## src/hdl/cdr_pkg.sv

```systemverilog
`default_nettype none

package cdr_pkg;

    // adc sample domain
    localparam int ADC_W = 8;
    typedef logic signed [ADC_W-1:0] adc_code_t;  // range [-128, +127]

    // phase detector output, four terms of +-256 plus offset
    localparam int PD_W = 12;
    typedef logic signed [PD_W-1:0] pd_val_t;

    // loop filter integrator and interpolator code
    localparam int ACC_W = 20;
    typedef logic signed [ACC_W-1:0] acc_t;
    localparam int PI_FRAC = 8;                    // fraction bits below the pi code
    typedef logic [7:0] pi_code_t;                 // wraps mod 256
    typedef logic [3:0] shift_t;                   // gain as right shift

    // register port
    typedef logic [3:0]  reg_addr_t;
    typedef logic [15:0] reg_data_t;

    typedef struct packed {
        reg_addr_t addr;
        reg_data_t wdata;
        logic      we;
    } reg_req_t;                                   // 21 bits

    // register map
    localparam reg_addr_t ADDR_OFFSET0 = 4'd0;     // 0..3 per group pd offset
    localparam reg_addr_t ADDR_THRESH0 = 4'd4;     // 4..7 per group slicer threshold
    localparam reg_addr_t ADDR_GAIN    = 4'd8;     // kp in 3:0, ki in 7:4
    localparam reg_addr_t ADDR_CTRL    = 4'd9;     // loop_en in bit 0
    localparam reg_addr_t ADDR_PI0     = 4'd10;    // 10..13 pi code readback

    // four clock groups in the register map
    localparam int CFG_GRP = 4;

    typedef struct packed {
        adc_code_t [CFG_GRP-1:0] pd_offset;
        adc_code_t [CFG_GRP-1:0] slice_thresh;
        shift_t                  kp_shift;
        shift_t                  ki_shift;
        logic                    loop_en;
    } cdr_cfg_t;                                   // 73 bits

endpackage

`default_nettype wire

```

## src/hdl/data_slicer.sv

```systemverilog
`default_nettype none

module data_slicer #(
    parameter int NTI  = 16,
    parameter int NGRP = 4
) (
    input  wire logic                             clk,
    input  wire logic                             ext_rstb,
    input  wire logic                             in_valid,
    input  wire cdr_pkg::adc_code_t               codes [NTI],   // codes[0] earliest
    input  wire cdr_pkg::adc_code_t [NGRP-1:0]    slice_thresh,  // per clock group
    output logic                                  dec_valid,
    output cdr_pkg::adc_code_t                    dec_codes [NTI],
    output logic [NTI-1:0]                        dec_bits
);
    import cdr_pkg::*;

    logic [NTI-1:0] bits_next;  // decisions of the incoming batch

    // slice s sits in group s mod NGRP
    always_comb begin
        for (int s = 0; s < NTI; s++) begin
            bits_next[s] = ($signed(codes[s]) >= $signed(slice_thresh[s % NGRP]));
        end
    end

    always_ff @(posedge clk or negedge ext_rstb) begin
        if (!ext_rstb) begin
            dec_valid <= 1'b0;
        end else begin
            dec_valid <= in_valid;  // one cycle behind the adc strobe
        end
    end

    // codes travel with their bits so the detector sees them aligned
    always_ff @(posedge clk) begin
        if (in_valid) begin
            dec_codes <= codes;
            dec_bits  <= bits_next;
        end
    end

endmodule

`default_nettype wire

```

## src/hdl/mm_pd.sv

```systemverilog
`default_nettype none

module mm_pd #(
    parameter int NTI  = 16,
    parameter int NGRP = 4
) (
    input  wire logic                             clk,
    input  wire logic                             ext_rstb,
    input  wire logic                             dec_valid,
    input  wire cdr_pkg::adc_code_t               dec_codes [NTI],
    input  wire logic [NTI-1:0]                   dec_bits,
    input  wire cdr_pkg::adc_code_t [NGRP-1:0]    pd_offset,
    output logic                                  pd_valid,
    output cdr_pkg::pd_val_t                      pd_out [NGRP]
);
    import cdr_pkg::*;

    localparam logic signed [1:0] A_POS = 2'sb01;  // +1
    localparam logic signed [1:0] A_NEG = 2'sb11;  // -1

    // window of the previous edge bit and the current batch with the incoming one as next
    logic           prev_edge_bit;     // bit NTI-1 of the previous batch
    adc_code_t      cur_codes [NTI];
    logic [NTI-1:0] cur_bits;
    logic           cur_full;          // current slot holds a real batch
    logic           prev_full;         // previous slot holds a real batch

    // data signs where ak[s+1] stands for slice s of the current batch
    logic signed [1:0] ak [NTI+2];
    logic signed [2:0] ak_diff [NTI];  // a[s+1] - a[s-1] takes -2, 0 or +2
    pd_val_t           term [NTI];
    pd_val_t           pd_sum [NGRP];

    always_comb begin
        ak[0] = prev_edge_bit ? A_POS : A_NEG;    // s-1 = -1 wraps to previous batch
        for (int s = 0; s < NTI; s++) begin
            ak[s+1] = cur_bits[s] ? A_POS : A_NEG;
        end
        ak[NTI+1] = dec_bits[0] ? A_POS : A_NEG;  // s+1 = NTI wraps to next batch
    end

    // per slice mm term code[s] * (a[s+1] - a[s-1])
    always_comb begin
        for (int s = 0; s < NTI; s++) begin
            ak_diff[s] = ak[s+2] - ak[s];
            term[s]    = pd_val_t'(cur_codes[s]) * pd_val_t'(ak_diff[s]);
        end
    end

    // group g collects slices g, g+NGRP, ... plus its own offset
    always_comb begin
        for (int g = 0; g < NGRP; g++) begin
            pd_sum[g] = pd_val_t'($signed(pd_offset[g]));
            for (int s = g; s < NTI; s += NGRP) begin
                pd_sum[g] = pd_sum[g] + term[s];
            end
        end
    end

    // history advances only on a decided batch
    always_ff @(posedge clk or negedge ext_rstb) begin
        if (!ext_rstb) begin
            prev_edge_bit <= 1'b0;
            cur_bits      <= '0;
            cur_full      <= 1'b0;
            prev_full     <= 1'b0;
            pd_valid      <= 1'b0;
        end else begin
            pd_valid <= dec_valid && prev_full;  // the first two batches only prime the window
            if (dec_valid) begin
                prev_edge_bit <= cur_bits[NTI-1];
                cur_bits      <= dec_bits;
                cur_full      <= 1'b1;
                prev_full     <= cur_full;
            end
        end
    end

    always_ff @(posedge clk) begin
        if (dec_valid) begin
            cur_codes <= dec_codes;
        end
        if (dec_valid && prev_full) begin
            pd_out <= pd_sum;  // result for the batch leaving the current slot
        end
    end

endmodule

`default_nettype wire

```

## src/hdl/loop_filter.sv

```systemverilog
`default_nettype none

module loop_filter #(
    parameter int NGRP = 4
) (
    input  wire logic                 clk,
    input  wire logic                 ext_rstb,
    input  wire logic                 pd_valid,
    input  wire cdr_pkg::pd_val_t     pd_out [NGRP],
    input  wire cdr_pkg::shift_t      kp_shift,
    input  wire cdr_pkg::shift_t      ki_shift,
    input  wire logic                 loop_en,
    output logic                      pi_valid,
    output cdr_pkg::pi_code_t         pi_code [NGRP]
);
    import cdr_pkg::*;

    acc_t integ [NGRP];       // integral path state
    acc_t pd_ext [NGRP];      // sign extended phase error
    acc_t integ_next [NGRP];
    acc_t pi_sum [NGRP];      // integral plus proportional, fraction still attached

    always_comb begin
        for (int g = 0; g < NGRP; g++) begin
            pd_ext[g]     = acc_t'(pd_out[g]);
            integ_next[g] = integ[g] + (pd_ext[g] >>> ki_shift);
            pi_sum[g]     = integ_next[g] + (pd_ext[g] >>> kp_shift);  // uses updated integ
        end
    end

    always_ff @(posedge clk or negedge ext_rstb) begin
        if (!ext_rstb) begin
            pi_valid <= 1'b0;
            for (int g = 0; g < NGRP; g++) begin
                integ[g]   <= '0;
                pi_code[g] <= '0;
            end
        end else begin
            pi_valid <= pd_valid;  // pulses even with the loop open
            if (pd_valid && loop_en) begin
                for (int g = 0; g < NGRP; g++) begin
                    integ[g]   <= integ_next[g];
                    pi_code[g] <= pi_sum[g][PI_FRAC +: $bits(pi_code_t)];  // wraps mod 256
                end
            end
        end
    end

endmodule

`default_nettype wire

```

## src/hdl/cdr_regs.sv

```systemverilog
`default_nettype none

module cdr_regs #(
    parameter int NGRP = 4
) (
    input  wire logic                 clk,
    input  wire logic                 ext_rstb,
    input  wire logic                 reg_valid,
    input  wire cdr_pkg::reg_req_t    reg_req,
    input  wire cdr_pkg::pi_code_t    pi_code [NGRP],
    output cdr_pkg::cdr_cfg_t         cfg,
    output logic                      rvalid,
    output cdr_pkg::reg_data_t        rdata
);
    import cdr_pkg::*;

    reg_data_t rd_mux;   // read data for the requested address
    logic      wr_en;

    assign wr_en = reg_valid && reg_req.we;

    // write decode, takes effect on the request edge
    always_ff @(posedge clk or negedge ext_rstb) begin
        if (!ext_rstb) begin
            cfg <= '0;  // loop open, zero offsets and thresholds
        end else if (wr_en) begin
            for (int g = 0; g < NGRP; g++) begin
                if (reg_req.addr == reg_addr_t'(ADDR_OFFSET0 + g)) begin
                    cfg.pd_offset[g] <= reg_req.wdata[ADC_W-1:0];
                end
                if (reg_req.addr == reg_addr_t'(ADDR_THRESH0 + g)) begin
                    cfg.slice_thresh[g] <= reg_req.wdata[ADC_W-1:0];
                end
            end
            if (reg_req.addr == ADDR_GAIN) begin
                cfg.kp_shift <= reg_req.wdata[3:0];
                cfg.ki_shift <= reg_req.wdata[7:4];
            end
            if (reg_req.addr == ADDR_CTRL) begin
                cfg.loop_en <= reg_req.wdata[0];
            end
        end
    end

    // read mux, unused bits and unmapped addresses give zero
    always_comb begin
        rd_mux = '0;
        for (int g = 0; g < NGRP; g++) begin
            if (reg_req.addr == reg_addr_t'(ADDR_OFFSET0 + g)) rd_mux = {8'h00, cfg.pd_offset[g]};
            if (reg_req.addr == reg_addr_t'(ADDR_THRESH0 + g)) rd_mux = {8'h00, cfg.slice_thresh[g]};
            if (reg_req.addr == reg_addr_t'(ADDR_PI0 + g))     rd_mux = {8'h00, pi_code[g]};
        end
        if (reg_req.addr == ADDR_GAIN) rd_mux = {8'h00, cfg.ki_shift, cfg.kp_shift};
        if (reg_req.addr == ADDR_CTRL) rd_mux = {15'h0000, cfg.loop_en};
    end

    always_ff @(posedge clk or negedge ext_rstb) begin
        if (!ext_rstb) begin
            rvalid <= 1'b0;
        end else begin
            rvalid <= reg_valid && !reg_req.we;  // reads answer next cycle
        end
    end

    always_ff @(posedge clk) begin
        if (reg_valid && !reg_req.we) begin
            rdata <= rd_mux;
        end
    end

endmodule

`default_nettype wire

```

## src/hdl/cdr_top.sv

```systemverilog
`default_nettype none

module cdr_top #(
    parameter int NTI  = 16,
    parameter int NGRP = 4
) (
    input  wire logic                 clk,
    input  wire logic                 ext_rstb,
    // adc batch stream, no stall
    input  wire logic                 in_valid,
    input  wire cdr_pkg::adc_code_t   codes [NTI],
    // register port
    input  wire logic                 reg_valid,
    input  wire cdr_pkg::reg_req_t    reg_req,
    output logic                      rvalid,
    output cdr_pkg::reg_data_t        rdata,
    // detector and interpolator outputs
    output logic                      pd_valid,
    output cdr_pkg::pd_val_t          pd_out [NGRP],
    output logic                      pi_valid,
    output cdr_pkg::pi_code_t         pi_code [NGRP]
);
    import cdr_pkg::*;

    cdr_cfg_t       cfg;
    logic           dec_valid;
    adc_code_t      dec_codes [NTI];
    logic [NTI-1:0] dec_bits;

    cdr_regs #(.NGRP(NGRP)) cdr_regs_i (
        .clk       (clk),
        .ext_rstb  (ext_rstb),
        .reg_valid (reg_valid),
        .reg_req   (reg_req),
        .pi_code   (pi_code),   // readback of the live pi codes
        .cfg       (cfg),
        .rvalid    (rvalid),
        .rdata     (rdata)
    );

    data_slicer #(.NTI(NTI), .NGRP(NGRP)) data_slicer_i (
        .clk          (clk),
        .ext_rstb     (ext_rstb),
        .in_valid     (in_valid),
        .codes        (codes),
        .slice_thresh (cfg.slice_thresh),
        .dec_valid    (dec_valid),
        .dec_codes    (dec_codes),
        .dec_bits     (dec_bits)
    );

    mm_pd #(.NTI(NTI), .NGRP(NGRP)) mm_pd_i (
        .clk       (clk),
        .ext_rstb  (ext_rstb),
        .dec_valid (dec_valid),
        .dec_codes (dec_codes),
        .dec_bits  (dec_bits),
        .pd_offset (cfg.pd_offset),
        .pd_valid  (pd_valid),
        .pd_out    (pd_out)
    );

    loop_filter #(.NGRP(NGRP)) loop_filter_i (
        .clk      (clk),
        .ext_rstb (ext_rstb),
        .pd_valid (pd_valid),
        .pd_out   (pd_out),
        .kp_shift (cfg.kp_shift),
        .ki_shift (cfg.ki_shift),
        .loop_en  (cfg.loop_en),
        .pi_valid (pi_valid),
        .pi_code  (pi_code)
    );

endmodule

`default_nettype wire

```

## config.mk

```make
export PLATFORM = sky130hd
export DESIGN_NAME = cdr_top
export DESIGN_NICKNAME = d
export VERILOG_FILES = /design/src/hdl/cdr_pkg.sv /design/src/hdl/data_slicer.sv /design/src/hdl/mm_pd.sv /design/src/hdl/loop_filter.sv /design/src/hdl/cdr_regs.sv /design/src/hdl/cdr_top.sv
export SDC_FILE = /design/constraint.sdc
export NUM_CORES = 2
export LEC_CHECK = 0
export ABC_AREA = 1
export ABC_CLOCK_PERIOD_IN_PS = 8119
export BUFFER_PORTS_ARGS = -buffer_cell sky130_fd_sc_hd__buf_2
export CAP_MARGIN = 10
export CORE_ASPECT_RATIO = 2
export CORE_MARGIN = 2
export CORE_UTILIZATION = 38
export CTS_CLUSTER_SIZE = 10
export DETAILED_ROUTE_END_ITERATION = 7
export GPL_TIMING_DRIVEN = 0
export PLACE_DENSITY = 0.56
export SYNTH_ARGS = -nofsm -noshare
export SYNTH_HDL_FRONTEND = slang
export SYNTH_HIERARCHICAL = 1
export SYNTH_SLANG_ARGS = --single-unit
```

## constraint.sdc

```tcl
create_clock -name clk -period 8.12 [get_ports clk]
set_input_delay 1.624 -clock clk [delete_from_list [all_inputs] [get_ports clk]]
set_output_delay 1.624 -clock clk [all_outputs]
set_load 0.01 [all_outputs]
```

==> results.md <==
- Status: finished, final reports clean
- GRT Overall Usage: 0.256
- Die footprint: 117,000 um2
- Post-CTS Hold Buffers: 0
- Clk_lat worst skew: 680 ps
- Post-CTS Setup Inserts: 0
- Vias in the first global route: 37,100
- Share of the synthesized area in the top cell type: 0.227
- Part of the cycle the worst path needs: 0.815
- Asr flop ratio synth: 0.369
- Port Buf Inserts: between 200 and 250
- Most frequent cells in the layout: nand2_1, inv_1, ha_1
- Router iterations before antenna repair: 5
- Clk buf depth: 3
- TNS Setup: 0 ps
- Kind of critical path: reg2reg
- Warnings, synthesis: 6
- Min Tclk post-route: 6620 ps
- Sequential-to-total area share from yosys stat: 0.338
- Layout Nets: 6,378
- First-pass GRT wire length: between 200,000 and 250,000 um
- Commonest non-fill, non-tap cell in the layout: nand2_1
- TritonCTS Buffers: a little over 60
- Die W: between 200 and 250 um
- CTS tree: done
- Via count: roughly 36,000
- Worst-case clock skew: 29.3 ps
- Routed WL per cell: 21.2 um
- Clock Tree Root: clkbuf_16
- Cell taking the most area after synthesis: edfxtp_1
- Fmax: 151 MHz
- Arrival @ worst endpoint: 7180 ps
- Critical Path Sink Type: flop
- 1st-iter DRT viols: 1,937
- Clock sinks: 520
- Post_cts resized: 0
- Final setup viols: 0
- Total global routing overflow: 0
- Via density: 5.04
- Reg2Reg Setup Slack: 1500 ps
- Unrepaired setup endpoints after global routing: false
- Worst-margin pin slew: 1210 ps
- Post-synthesis cell area: roughly 43,000 um2
- Critical Path Start Type: flop
- Placer Congestion: 1.04
- Distinct cells, synth: 58
- Post-synthesis register bit count: 520
- CORE AREA: 113,000 um2
- Critical path data required time: 8680 ps
- Largest net degree at the start of global routing: 109
- Initial antenna violation count: 29
- Hold Fails Final Rpt: 0
- Worst slew margin: 0.192
- Hold Crit Class: reg2reg
- ANT nets after route: 0
- Area Overhead vs Synth: 12.0%
- Final WL: approximately 150,000 um
- # rows: 175
- Cells after Synth: 5,171
- H-tree Lvls: 2
- Post-DP HPWL: roughly 130,000 um
- Clock transition at path regs: 60 ps
- Critical-path maximum fanout: 10
- Share of cells above drive strength 1: 0.0975
- Max-slew violations: 0
- Initial Util: 0.382
- Synth top area cells: edfxtp_1, ha_1, nand2_1, dfrtp_1, fa_1
- DR DRC count: 0
- Top_reg_cell synth: edfxtp_1
- EDFF count, synth: 328
- Die Height: just under 500 um
- Maxcap violations: 0
- Mean Syn Cell Area: 8.39 um2
- IO Pins: 252
synthesized netlist by cell type (34+ instances only):
cell type / n
nand2_2: 34
edfxtp_1: 328
ha_1: 502
inv_1: 911
a21oi_1: 192
dfrtp_1: 192
xor2_1: 65
nand2_1: 1304
o21ai_0: 237
fa_1: 237
xnor2_1: 35
nand4_1: 58
clkbuf_1: 64
nor2_1: 383
nor2_2: 41
nand3_1: 211
kinds of logic (layout without fill, tap and decap cells):
group | Yosys count | in the layout | share of synthesized area
AND/OR/NAND/NOR | 2135 | 2135 | 0.209
adder cells (fa/ha/maj) | 739 | 739 | 0.254
other | 2 | 23 | 0.000173
multiplexers | 6 | 6 | 0.00139
flip-flops | 520 | 520 | 0.338
XOR/XNOR | 100 | 100 | 0.0202
AO/OA/AOI/OAI | 619 | 619 | 0.0819
buffers and inverters | 1050 | 1408 | 0.0948
routing by layer:
metal	part of all wire	vias up	track usage
met5	0.0011	-	0
met4	0.071	26	0.157
met3	0.044	368	0.0331
met2	0.54	933	0.497
met1	0.35	17000	0.256
li1	-	17200	-
worst paths after layout:
kind / start / to / cells past startpoint
worst min register to register: data_slicer_i/dec_codes[115] / mm_pd_i/cur_codes[115] / 0
worst max register to register: cdr_regs_i/cfg[4] / loop_filter_i/pi_code[14] / 21
worst max-delay path: cdr_regs_i/cfg[4] / loop_filter_i/pi_code[14] / 21
min in group asynchronous: ext_rstb / loop_filter_i/integ[72] / 1
max in group asynchronous: ext_rstb / loop_filter_i/integ[5] / 3
worst min-delay path: data_slicer_i/dec_codes[115] / mm_pd_i/cur_codes[115] / 0
flip-flops by register name, indices dropped and copies added, names as in the netlist:
signal and cells:
cdr_regs_i/cfg 73, cdr_regs_i/rdata 8, cdr_regs_i/rvalid 1, data_slicer_i/dec_bits 16, data_slicer_i/dec_codes 128, data_slicer_i/dec_valid 1, loop_filter_i/integ 64, loop_filter_i/pi_code 32
loop_filter_i/pi_valid 1, mm_pd_i/cur_bits 16, mm_pd_i/cur_codes 128, mm_pd_i/cur_full 1, mm_pd_i/pd_out 48, mm_pd_i/pd_valid 1, mm_pd_i/prev_edge_bit 1, mm_pd_i/prev_full 1
through the flow:
| step | setup WS, ps | utilization | std cells | instance area [um2] | hold slack [ps] |
|---|---|---|---|---|---|
| final | 1500 | 0.428 | 7054 | 48600 | 392 |
| after global routing | 1210 | 0.428 | 7043 | 48500 | 400 |
| after CTS | 1560 | 0.428 | 7042 | 48500 | 395 |
| after detailed placement | 1580 | 0.411 | 6927 | 46700 | 405 |
| after global placement | 1210 | 0.410 | 6919 | 46500 | 400 |
| after floorplan | 2350 | - | 5180 | 43400 | 400 |
worst max-delay path, stage by stage (launching register included):
cell and delay [ps]:
dfrtp_1 450, clkbuf_1 420, nor2_2 790, clkinv_1 760, clkbuf_1 570, o211ai_1 400, ha_1 340, a21o_1 200
o21bai_1 170, nand3_1 100, nand2_1 100, a21boi_1 200, xnor2_1 240, ha_1 380, a21oi_1 210, inv_1 70
a21oi_1 230, nor2_1 90, a2111oi_0 450, nand3_1 140, nand3_1 120, nand2_1 60
area by class of cell:
cell class,instances,area (um2)
Clock inverter,8,66.3
Tap cell,1504,1880
Buffer,107,568
Timing Repair Buffer,243,1370
Clock buffer,107,1810
Fill cell,11700,64900
Antenna cell,12,30.0
Multi-Input combinational cell,3610,24600
Inverter,943,3540
Sequential cell,520,14700
Power is not shown: default switching activity piles up to over one toggle a cycle in this logic, so the estimate is an artifact.
